`config.mk`:
```
export PLATFORM = sky130hd
export DESIGN_NAME = fft_sdf_stage
export DESIGN_NICKNAME = d
export VERILOG_FILES = /design/src/design/fft_ctrl_pkg.sv /design/src/design/fft_types_pkg.sv /design/src/design/fft_sdf_stage.sv /design/src/design/fft_wm.sv /design/src/design/fft_twiddle_rom.sv /design/src/design/fft_butterfly.sv /design/src/design/fft_delay_line.sv
export SDC_FILE = /design/constraint.sdc
export NUM_CORES = 2
export LEC_CHECK = 0
export BUFFER_PORTS_ARGS = -buffer_cell sky130_fd_sc_hd__buf_4
export CELL_PAD_IN_SITES_DETAIL_PLACEMENT = 1
export CELL_PAD_IN_SITES_GLOBAL_PLACEMENT = 1
export CORE_UTILIZATION = 48
export CTS_CLUSTER_DIAMETER = 80
export CTS_CLUSTER_SIZE = 16
export DETAILED_ROUTE_END_ITERATION = 10
export PLACE_DENSITY = 0.78
export SYNTH_ARGS = -nofsm -noshare
export SYNTH_HDL_FRONTEND = slang
export SYNTH_HIERARCHICAL = 1
export SYNTH_SLANG_ARGS = --single-unit
```
`constraint.sdc`:
```
create_clock -name clk -period 7.9 [get_ports clk]
set_clock_uncertainty 0.2 [all_clocks]
set_input_delay 0.79 -clock clk [delete_from_list [all_inputs] [get_ports clk]]
set_output_delay 0.79 -clock clk [all_outputs]
set_load 0.05 [all_outputs]
```
`src/design/fft_ctrl_pkg.sv`:
```
package fft_ctrl_pkg;

   // first half of a frame fills the delay line, second half pairs with it.
   typedef enum logic {
      PH_FILL = 1'b0,
      PH_PAIR = 1'b1
   } bf_phase_t;

   localparam int BF_LATENCY = 1;  // butterfly input register.
   localparam int WM_LATENCY = 4;  // multiplier pipeline.

   // carry_i to carry_o of the whole stage.
   localparam int STAGE_LATENCY = BF_LATENCY + WM_LATENCY;

endpackage

```
`src/design/fft_types_pkg.sv`:
```
package fft_types_pkg;

   // sample component width.
   localparam int DATA_WIDTH = 16;

   // twiddle component width, one sign bit and 17 fraction bits.
   localparam int TWIDDLE_WIDTH = 18;

   // full karatsuba product.
   localparam int PROD_WIDTH = DATA_WIDTH + TWIDDLE_WIDTH;

   // index width for the largest N of 1024.
   localparam int MAX_INDEX_WIDTH = 10;

   typedef logic signed [DATA_WIDTH-1:0]    sample_t;   // one complex component.
   typedef logic signed [TWIDDLE_WIDTH-1:0] twiddle_t;  // one twiddle component.
   typedef logic signed [PROD_WIDTH-1:0]    prod_t;     // multiplier internals.

endpackage
```
`src/design/fft_sdf_stage.sv`:
```
`timescale 1ns/1ns

module fft_sdf_stage #(
   parameter int N = 16
) (
   input  logic                   clk,
   input  logic                   srst_n,
   input  logic                   carry_i,
   input  fft_types_pkg::sample_t x_re_i,
   input  fft_types_pkg::sample_t x_im_i,
   output logic                   carry_o,
   output logic [$clog2(N)-1:0]   ctr_o,
   output fft_types_pkg::sample_t z_re_o,
   output fft_types_pkg::sample_t z_im_o
);

   localparam int IW = $clog2(N);

   logic                    mem_wr;
   logic                    mem_rd;
   logic [IW-2:0]           mem_addr;  // half frame address.
   fft_types_pkg::sample_t  mem_wre;
   fft_types_pkg::sample_t  mem_wim;
   fft_types_pkg::sample_t  mem_rre;
   fft_types_pkg::sample_t  mem_rim;
   logic                    bf_carry;
   logic [IW-1:0]           bf_ctr;
   fft_types_pkg::sample_t  bf_re;
   fft_types_pkg::sample_t  bf_im;
   fft_types_pkg::twiddle_t w_re;
   fft_types_pkg::twiddle_t w_im;

   fft_butterfly #(
      .N (N)
   ) i_fft_butterfly (
      .clk        (clk),
      .srst_n     (srst_n),
      .carry_i    (carry_i),
      .x_re_i     (x_re_i),
      .x_im_i     (x_im_i),
      .mem_wr_o   (mem_wr),
      .mem_rd_o   (mem_rd),
      .mem_addr_o (mem_addr),
      .mem_wre_o  (mem_wre),
      .mem_wim_o  (mem_wim),
      .mem_rre_i  (mem_rre),
      .mem_rim_i  (mem_rim),
      .carry_o    (bf_carry),
      .ctr_o      (bf_ctr),
      .y_re_o     (bf_re),
      .y_im_o     (bf_im)
   );

   fft_delay_line #(
      .N (N)
   ) i_fft_delay_line (
      .clk    (clk),
      .wr_i   (mem_wr),
      .rd_i   (mem_rd),
      .addr_i (mem_addr),
      .wre_i  (mem_wre),
      .wim_i  (mem_wim),
      .rre_o  (mem_rre),
      .rim_o  (mem_rim)
   );

   // registered twiddle arrives one cycle after the butterfly output.
   fft_twiddle_rom #(
      .N (N)
   ) i_fft_twiddle_rom (
      .clk    (clk),
      .idx_i  (bf_ctr),
      .w_re_o (w_re),
      .w_im_o (w_im)
   );

   fft_wm #(
      .N (N)
   ) i_fft_wm (
      .clk       (clk),
      .srst_n    (srst_n),
      .carry_in  (bf_carry),
      .ctr_i     (bf_ctr),
      .x_re_i    (bf_re),
      .x_im_i    (bf_im),
      .w_re_i    (w_re),
      .w_im_i    (w_im),
      .carry_out (carry_o),
      .ctr_o     (ctr_o),
      .z_re_o    (z_re_o),
      .z_im_o    (z_im_o)
   );

endmodule

```
`src/design/fft_wm.sv`:
```
`timescale 1ns/1ns

module fft_wm #(
   parameter int N = 16
) (
   input  logic                    clk,
   input  logic                    srst_n,
   input  logic                    carry_in,
   input  logic [$clog2(N)-1:0]    ctr_i,
   input  fft_types_pkg::sample_t  x_re_i,
   input  fft_types_pkg::sample_t  x_im_i,
   input  fft_types_pkg::twiddle_t w_re_i,  // one cycle behind x.
   input  fft_types_pkg::twiddle_t w_im_i,
   output logic                    carry_out,
   output logic [$clog2(N)-1:0]    ctr_o,
   output fft_types_pkg::sample_t  z_re_o,
   output fft_types_pkg::sample_t  z_im_o
);

   localparam int IW   = $clog2(N);
   localparam int DW   = fft_types_pkg::DATA_WIDTH;
   localparam int PW   = fft_types_pkg::PROD_WIDTH;
   localparam int LAT  = fft_ctrl_pkg::WM_LATENCY;
   localparam int KW   = PW - 1;   // product without its msb.
   localparam int FRAC = KW - DW;  // bits dropped, TWIDDLE_WIDTH-1.

   fft_types_pkg::sample_t  xa_re;  // x one cycle late.
   fft_types_pkg::sample_t  xa_im;
   fft_types_pkg::sample_t  xb_re;  // x two cycles late.
   fft_types_pkg::sample_t  xb_im;
   fft_types_pkg::twiddle_t wa_re;
   fft_types_pkg::twiddle_t wa_im;
   fft_types_pkg::prod_t    kar_f;
   fft_types_pkg::prod_t    kar_r;
   fft_types_pkg::prod_t    kar_i;
   logic [LAT-1:0]          carry_sr;
   logic [IW-1:0]           ctr_sr [LAT];

   // |w| never exceeds 2^(TW-1), so the product msb only repeats the sign.
   // round half to even on bit FRAC, then keep the top DW bits.
   function automatic fft_types_pkg::sample_t round_conv(input fft_types_pkg::prod_t p);
      logic [KW-1:0] t;
      logic [KW-1:0] bias;
      t    = p[KW-1:0];
      bias = {{DW{1'b0}}, t[FRAC], {(FRAC - 1){~t[FRAC]}}};
      t    = t + bias;
      return t[KW-1:FRAC];
   endfunction

   // (a+jb)(c+jd) with f = c(a-b), re = b(c-d)+f, im = a(c+d)-f.
   always_ff @(posedge clk) begin
      xa_re <= x_re_i;
      xa_im <= x_im_i;
      xb_re <= xa_re;
      xb_im <= xa_im;
      wa_re <= w_re_i;
      wa_im <= w_im_i;

      kar_f <= fft_types_pkg::prod_t'(w_re_i)
               * (fft_types_pkg::prod_t'(xa_re) - fft_types_pkg::prod_t'(xa_im));
      kar_r <= fft_types_pkg::prod_t'(xb_im)
               * (fft_types_pkg::prod_t'(wa_re) - fft_types_pkg::prod_t'(wa_im)) + kar_f;
      kar_i <= fft_types_pkg::prod_t'(xb_re)
               * (fft_types_pkg::prod_t'(wa_re) + fft_types_pkg::prod_t'(wa_im)) - kar_f;

      z_re_o <= round_conv(kar_r);
      z_im_o <= round_conv(kar_i);
   end

   always_ff @(posedge clk) begin
      if (!srst_n) begin
         carry_sr <= '0;
      end else begin
         carry_sr <= {carry_sr[LAT-2:0], carry_in};
      end
   end

   // index rides along with the data.
   always_ff @(posedge clk) begin
      ctr_sr[0] <= ctr_i;
      for (int i = 1; i < LAT; i++) begin
         ctr_sr[i] <= ctr_sr[i-1];
      end
   end

   assign carry_out = carry_sr[LAT-1];
   assign ctr_o     = ctr_sr[LAT-1];

endmodule

```
`src/design/fft_twiddle_rom.sv`:
```
`timescale 1ns/1ns

module fft_twiddle_rom #(
   parameter int N = 16
) (
   input  logic                    clk,
   input  logic [$clog2(N)-1:0]    idx_i,
   output fft_types_pkg::twiddle_t w_re_o,
   output fft_types_pkg::twiddle_t w_im_o
);

   localparam int  TW    = fft_types_pkg::TWIDDLE_WIDTH;
   localparam real PI    = 3.14159265358979323846;
   localparam real W_MAX = (2.0 ** (TW - 1)) - 1.0;  // largest positive twiddle.

   fft_types_pkg::twiddle_t rom_re [N];
   fft_types_pkg::twiddle_t rom_im [N];

   // sums pass with unit gain, differences get exp(-j*2*pi*k/N).
   function automatic fft_types_pkg::twiddle_t twiddle_part(input int m, input bit imag);
      real ang;
      real v;
      if (m < N / 2) begin
         v = imag ? 0.0 : 1.0;
      end else begin
         ang = 2.0 * PI * real'(m - N / 2) / real'(N);
         v   = imag ? -$sin(ang) : $cos(ang);
      end
      return fft_types_pkg::twiddle_t'(int'(v * W_MAX));  // int'() rounds to nearest.
   endfunction

   for (genvar m = 0; m < N; m++) begin : g_rom
      localparam fft_types_pkg::twiddle_t W_RE = twiddle_part(m, 1'b0);
      localparam fft_types_pkg::twiddle_t W_IM = twiddle_part(m, 1'b1);

      assign rom_re[m] = W_RE;
      assign rom_im[m] = W_IM;
   end

   always_ff @(posedge clk) begin
      w_re_o <= rom_re[idx_i];
      w_im_o <= rom_im[idx_i];
   end

endmodule

```
`src/design/fft_butterfly.sv`:
```
`timescale 1ns/1ns

module fft_butterfly #(
   parameter int N = 16
) (
   input  logic                   clk,
   input  logic                   srst_n,
   input  logic                   carry_i,
   input  fft_types_pkg::sample_t x_re_i,
   input  fft_types_pkg::sample_t x_im_i,
   output logic                   mem_wr_o,
   output logic                   mem_rd_o,
   output logic [$clog2(N)-2:0]   mem_addr_o,
   output fft_types_pkg::sample_t mem_wre_o,
   output fft_types_pkg::sample_t mem_wim_o,
   input  fft_types_pkg::sample_t mem_rre_i,
   input  fft_types_pkg::sample_t mem_rim_i,
   output logic                   carry_o,
   output logic [$clog2(N)-1:0]   ctr_o,
   output fft_types_pkg::sample_t y_re_o,
   output fft_types_pkg::sample_t y_im_o
);

   localparam int IW = $clog2(N);
   localparam int DW = fft_types_pkg::DATA_WIDTH;

   logic [IW-1:0]           cnt;       // input index in frame.
   fft_ctrl_pkg::bf_phase_t in_phase;  // phase of the incoming sample.
   fft_ctrl_pkg::bf_phase_t phase;     // phase of the registered sample.
   logic                    emit;      // first half frame is behind us.
   logic                    s_valid;
   logic                    s_emit;
   logic [IW-1:0]           s_idx;
   fft_types_pkg::sample_t  s_re;
   fft_types_pkg::sample_t  s_im;
   fft_types_pkg::sample_t  sum_re;
   fft_types_pkg::sample_t  sum_im;
   fft_types_pkg::sample_t  diff_re;
   fft_types_pkg::sample_t  diff_im;

   // arithmetic shift right by one, truncating toward minus infinity.
   function automatic fft_types_pkg::sample_t halve(input logic signed [DW:0] v);
      return v[DW:1];
   endfunction

   if (N < 4 || (N & (N - 1)) != 0 || IW > fft_types_pkg::MAX_INDEX_WIDTH) begin : g_bad_n
      $error("fft_butterfly: N must be a power of two from 4 to 1024");
   end

   assign in_phase = fft_ctrl_pkg::bf_phase_t'(cnt[IW-1]);

   always_ff @(posedge clk) begin
      if (!srst_n) begin
         cnt     <= '0;
         phase   <= fft_ctrl_pkg::PH_FILL;
         emit    <= 1'b0;
         s_valid <= 1'b0;
         s_emit  <= 1'b0;
      end else begin
         s_valid <= carry_i;
         if (carry_i) begin
            cnt    <= cnt + 1'b1;  // wraps at N.
            phase  <= in_phase;
            s_emit <= emit || (in_phase == fft_ctrl_pkg::PH_PAIR);
            if (in_phase == fft_ctrl_pkg::PH_PAIR) begin
               emit <= 1'b1;
            end
         end
      end
   end

   // sample register, lines up with the delay line read data.
   always_ff @(posedge clk) begin
      if (carry_i) begin
         s_re  <= x_re_i;
         s_im  <= x_im_i;
         s_idx <= {~cnt[IW-1], cnt[IW-2:0]};  // j-N/2 in pair, j+N/2 in fill.
      end
   end

   assign mem_rd_o   = carry_i;
   assign mem_addr_o = cnt[IW-2:0];

   assign sum_re  = halve(mem_rre_i + s_re);
   assign sum_im  = halve(mem_rim_i + s_im);
   assign diff_re = halve(mem_rre_i - s_re);
   assign diff_im = halve(mem_rim_i - s_im);

   // fill stores the input, pair stores the difference.
   assign mem_wr_o  = s_valid;
   assign mem_wre_o = (phase == fft_ctrl_pkg::PH_PAIR) ? diff_re : s_re;
   assign mem_wim_o = (phase == fft_ctrl_pkg::PH_PAIR) ? diff_im : s_im;

   assign carry_o = s_valid & s_emit;
   assign ctr_o   = s_idx;
   assign y_re_o  = (phase == fft_ctrl_pkg::PH_PAIR) ? sum_re : mem_rre_i;  // else old diff.
   assign y_im_o  = (phase == fft_ctrl_pkg::PH_PAIR) ? sum_im : mem_rim_i;

endmodule

```
`src/design/fft_delay_line.sv`:
```
`timescale 1ns/1ns

module fft_delay_line #(
   parameter int N = 16
) (
   input  logic                   clk,
   input  logic                   wr_i,
   input  logic                   rd_i,
   input  logic [$clog2(N)-2:0]   addr_i,
   input  fft_types_pkg::sample_t wre_i,
   input  fft_types_pkg::sample_t wim_i,
   output fft_types_pkg::sample_t rre_o,
   output fft_types_pkg::sample_t rim_o
);

   localparam int DEPTH = N / 2;
   localparam int AW    = $clog2(DEPTH);

   fft_types_pkg::sample_t mem_re [DEPTH];
   fft_types_pkg::sample_t mem_im [DEPTH];

   // address of the last read, the write that follows goes back there.
   logic [AW-1:0] wr_addr;

   // read port, old contents come out one clock later.
   always_ff @(posedge clk) begin
      if (rd_i) begin
         rre_o   <= mem_re[addr_i];
         rim_o   <= mem_im[addr_i];
         wr_addr <= addr_i;
      end
   end

   // write back lands one cycle behind its read.
   always_ff @(posedge clk) begin
      if (wr_i) begin
         mem_re[wr_addr] <= wre_i;
         mem_im[wr_addr] <= wim_i;
      end
   end

endmodule

```
Yosys cells after proc, flatten, opt, wreduce, memory -nomap -nowiden
Memory sizes are Yosys's and may differ from the RTL's. A register that Yosys moved wholly into a read port is not among the register bits.
Index checks and enable logic that the tools add are counted.
- add/subtract/negate cells: 12
- multipliers: 3
- div/mod/pow operators: 0
- order comparisons: 0
- equality and inequality tests: 0
- shift-type cells: 0
- multiplexer cells: 6
- bitwise gates (word level): 5
- reductions and logical operators: 2
- operators with widths (operator ; count):
    33-bit by 17-bit adder with 33-bit output ; 2
    16-bit by 19-bit multiplier with 33-bit output ; 2
    16-bit 2-to-1 mux ; 4
    16-bit by 16-bit subtractor with 17-bit output ; 3
    16-bit by 16-bit adder with 17-bit output ; 2
    33-bit adder ; 1
    18-bit by 17-bit multiplier with 33-bit output ; 1
    33-bit subtractor ; 1
    18-bit by 18-bit adder with 19-bit output ; 1
    18-bit by 18-bit subtractor with 19-bit output ; 1
    4-bit NOT with 5-bit output ; 1
    4-bit by 1-bit adder with 4-bit output (second input constant) ; 1
    1-bit NOT ; 3
    1-bit 2-to-1 mux ; 2
    2-bit AND reduction ; 1
    1-bit bitwise AND ; 1
    1-bit logical OR ; 1
- flip-flop bits (word level): 282
- bits in latches: 0
- memory bits (writable): 272
- memory bits (read-only): 576
- bits of input ports: 35
- word-level logic and storage cells: 54
- memories kept: 5
- memory list (name ; words ; bits a word ; rd ports ; clocked after Yosys merged registers in ; wr ports ; line ; text):
    (name not given) ; 16 ; 18 ; 1 ; 1 ; 0 ; fft_twiddle_rom.sv:41 ; w_re_o <= rom_re[idx_i];
    (name not given) ; 16 ; 18 ; 1 ; 1 ; 0 ; fft_twiddle_rom.sv:42 ; w_im_o <= rom_im[idx_i];
    i_fft_delay_line.mem_im ; 8 ; 16 ; 1 ; 1 ; 1 ; fft_delay_line.sv:20 ; fft_types_pkg::sample_t mem_im [DEPTH];
    i_fft_delay_line.mem_re ; 8 ; 16 ; 1 ; 1 ; 1 ; fft_delay_line.sv:19 ; fft_types_pkg::sample_t mem_re [DEPTH];
    i_fft_wm.ctr_sr ; 4 ; 4 ; 4 ; 0 ; 4 ; fft_wm.sv:37 ; logic [IW-1:0] ctr_sr [LAT];

Logic depth before layout (Yosys ltp)
- depth after elaboration: 3
- depth in mapped cells: 36
- depth with buffers taken out: 33

Hierarchy
The synthesis kept the hierarchy.
- by module, submodules not included (module ; times used ; cells each ; area an instance (um2) ; sequential area each (um2)):
    fft_wm ; 1 ; 4564 ; 43261.5 ; 5024.8
    fft_delay_line ; 1 ; 418 ; 10876.7 ; 8738.4
    fft_butterfly ; 1 ; 679 ; 5403.9 ; 1241.2
    fft_twiddle_rom ; 1 ; 85 ; 880.8 ; 400.4

Worst setup path after synthesis
OpenSTA, ideal clock, no wires.
- path kind: register -> register
- start: register i_fft_wm.wa_re[0]
- end: register i_fft_wm.kar_r[32]
- arrival: 7934 ps
- required time: 7570 ps
- setup slack: -364 ps
- cell stages (with the launch flop): 33
- path buffers: 1
- path through: dfxtp_1 -> inv_1 -> ha_1 -> fa_1 -> nor2b_1 -> o31a_1 -> o21ai_0 -> o21a_1 -> nand2b_1 -> o21bai_1 -> xor2_1 -> clkbuf_1 -> nand2_1 -> fa_1 -> inv_1 -> fa_1 -> inv_1 -> fa_1 -> inv_1 -> fa_1 -> inv_1 -> fa_1 -> inv_1 -> fa_1 -> ha_1 -> a21o_1 -> a21o_1 -> a2111oi_4 -> nor3_2 -> o41ai_4 -> o21ai_2 -> a221oi_2 -> xnor3_1
- longest elaborated chain between the ends: 3
- ends and longest elaborated chain (element ; line ; text):
    from (decl) ; fft_wm.sv:31 ; fft_types_pkg::twiddle_t wa_re;
    from (signal assigned) ; fft_wm.sv:56 ; wa_re <= w_re_i;
    18-bit by 18-bit subtractor with 19-bit output ; fft_wm.sv:62 ; * (fft_types_pkg::prod_t'(wa_re) - fft_types_pkg::prod_t'(wa_im)) + kar_f;
    16-bit by 19-bit multiplier with 33-bit output ; fft_wm.sv:62 ;
    33-bit adder ; fft_wm.sv:62 ;
    to (signal assigned) ; fft_wm.sv:61 ; kar_r <= fft_types_pkg::prod_t'(xb_im)
    to (decl) ; fft_wm.sv:34 ; fft_types_pkg::prod_t kar_r;
No other way between the ends.
A chain may end at the register's enable or synchronous reset.

Final worst setup path
Ends and elaborated chain as after synthesis.

==> results.tsv <==
metric	value	unit
outcome	finished with violations	
violations	setup timing	
synth_area_leader_cell	fa_1	
slew_headroom	4.766	%
grtUsageTotal	27.97	%
dr.pass1.iters	7	
num_vias	42260	
core_area	124300	µm²
io_buffer_count	71	
drc	0	
drive_above_1_share	14.32	%
ant_nets	0	
worst_slack	-0.1189	ns
path_class	reg -> reg	
hold_path_class	in -> reg	
wl	177300	µm
endpoint_kind	flip-flop	
ys_seq_area_share	25.49	%
clock_latency	0.67	ns
synth_compound_area_share	6.525	%
gr-total-overflow	0	
start_util	48.62	%
htreeDepth	2	
finalSetupViolCount	8	
clock-root-buffer	clkbuf_16	
vias_per_cell	5.512	
nets	7396	
synth-simple-area-share	12.06	%
synth_xor_area_share	3.446	%
row_count	129	
start_kind	flip-flop	
cp.arrival	8.38	ns
syn_area_per_cell	10.52	µm²
dp_cells	7508	
netlist_area	60420	µm²
yosysMostFrequentCell	inv_1	
synth_fp_nets	7152	
grt_pass1_vias	47700	
grt_pass1_wl	273200	µm
synth-edff-count	327	
dp_hpwl	136900	µm
yosys.area_share.adder	40.11	%
antenna_found_initial	9	
area_growth	12.23	%
yosys_warnings	6	
drt_iter0_drc	2833	
die_area	127300	µm²
die_y	356.8	µm
synthMuxAreaShare	3.671	%
critPathSlowestCell	fa_1	
synth_top_area_share	31.24	%
clockBufferDepth	3	
cp_max_fo	3	
ys_types	107	
drv_slew	0	
synthTopCellsByArea	fa_1, edfxtp_1, dfxtp_1	
hold_viol	0	
period_needed	8.019	ns
cp_slowest_stage_delay	0.58	ns
io_pins	72	
synth_commonest_cells	inv_1, fa_1, nand2_1	
wl_per_cell	23.13	µm
max_cap_violations	0	
synthArstFlopShare	0	%
path_clk_slew	0.07	ns
final.fill_count	13400	
finalCritPeriodShare	101.5	%
synth_top_family_by_area	adder cells	
yosys_most_used_dff	edfxtp_1	
ctsHoldBuffers	0	
die_w	356.8	µm
synth-seq-cells	606	
cts_buffers	49	
netlist_instances	5746	
globalplace.congestion	0.9282	
clock-sinks	606	
cts_tree	built	
finalNonFillerCells	7667	
cp.required	8.26	ns
grt_max_degree	62	
rsz0062_at_grt	true	
worst_path_most_repeated_cell	fa_1	
worst_pin_slew	1.411	ns
fmax	124.7	MHz
==> worst max-delay path, delay by kind of cell (launching register included) <==
| family | cells | cell delay, ns |
|---|---|---|
| AOI/OAI and AO/OA | 10 | 1.92 |
| xor gates and xnor gates | 2 | 0.46 |
| adders and majority gates | 9 | 4.08 |
| buffers and inverters | 6 | 0.29 |
| DFF | 1 | 0.34 |
| and+or+nand+nor | 5 | 0.59 |
==> worst paths after layout <==
kind,startpoint,endpoint,slack [ns],cells past startpoint
max reg2reg,i_fft_wm/wa_re[0],i_fft_wm/kar_r[32],-0.12,32
min,x_im_i[3],i_fft_butterfly/s_im[3],0.09,1
max,i_fft_wm/wa_re[0],i_fft_wm/kar_r[32],-0.12,32
min reg2reg,i_fft_wm/ctr_sr[1][1],i_fft_wm/ctr_sr[2][1],0.13,0
==> routing by layer <==
layer | vias up | global-route usage (%) | wire length (µm)
met5 | - | 0 | 52
met4 | 8 | 9.624 | 6504
met3 | 341 | 4.097 | 10560
met2 | 1275 | 47.89 | 87640
met1 | 22070 | 36.23 | 72560
li1 | 18570 | - | -
==> registers in the layout, indices dropped and copies added, names as in the netlist, 4 cells and up <==
signal and count:
i_fft_wm/kar_i 33, i_fft_butterfly/ctr_o 4, i_fft_wm/xb_im 16, i_fft_butterfly/s_re 16, i_fft_wm/wa_im 18, i_fft_wm/xa_im 16
i_fft_wm/z_im_o 16, i_fft_wm/kar_f 33, i_fft_butterfly/s_im 16, i_fft_wm/xa_re 16, i_fft_wm/z_re_o 16, i_fft_delay_line/mem_re 128
i_fft_wm/wa_re 18, i_fft_wm/ctr_sr 16, i_fft_delay_line/rre_o 16, i_fft_wm/carry_sr 4, i_fft_butterfly/cnt 4, i_fft_twiddle_rom/w_im_o 9
i_fft_wm/kar_r 33, i_fft_delay_line/rim_o 16, i_fft_delay_line/mem_im 128, i_fft_twiddle_rom/w_re_o 11, i_fft_wm/xb_re 16
==> cells in the final DEF, fill, tap and decap left out, drive strengths merged, types with 65 or more instances in the layout <==
cell / n
a21oi: 173
and2: 303
buf: 415
clkbuf: 71
dfxtp: 279
edfxtp: 327
fa: 943
ha: 428
inv: 1127
nand2: 589
nor2: 191
nor2b: 112
o21ai: 125
xnor2: 165
xor2: 65
==> logic make-up (layout without fill, tap and decap cells) <==
kind of cell	count (synthesis)	after routing
compound gates	585	585
other cells	1	5
xor+xnor	233	233
buf+inv	1347	1627
simple gates	1481	1481
mux	122	122
flops	606	606
fa+ha+maj	1371	1371
==> layout make-up <==
class,instances,area (µm²),area share [%]
Antenna cell,4,10.01,0.01476
Timing Repair Buffer,417,3358,4.952
Clock inverter,16,225.2,0.3321
Multi-Input combinational cell,3793,41180,60.74
Clock buffer,71,1330,1.961
Tap cell,1637,2048,3.021
Sequential cell,606,15440,22.76
Inverter,1123,4218,6.220
==> metrics by stage <==
stage | setup WS, ns | hold slack, ns | area [µm²] | util [%] | setup TNS (ns)
3_5_place_dp | -0.4729 | 0.1150 | 64260 | 51.70 | -4.055
6_report | -0.1189 | 0.09467 | 67810 | 54.56 | -0.5992
2_1_floorplan | 0.001640 | 0.1096 | 60490 | - | 0
4_1_cts | -0.01787 | 0.05890 | 66200 | 53.27 | -0.01787
3_3_place_gp | -0.08686 | 0.1132 | 64260 | 51.70 | -0.4223
5_1_grt | -0.3396 | 0.07437 | 67800 | 54.55 | -4.616
==> repair_timing <==
item / 4_1_cts / 5_1_grt
gates cloned: 0 / 0
buffers inserted: 16 / 59
resized for setup: 60 / 289
pin swaps: 42 / 151
setup endpoints to repair: 25 / 42
Power is left out: the tool's default activity adds up to more than one toggle a clock period on the data nets, which glitch-free logic cannot reach.
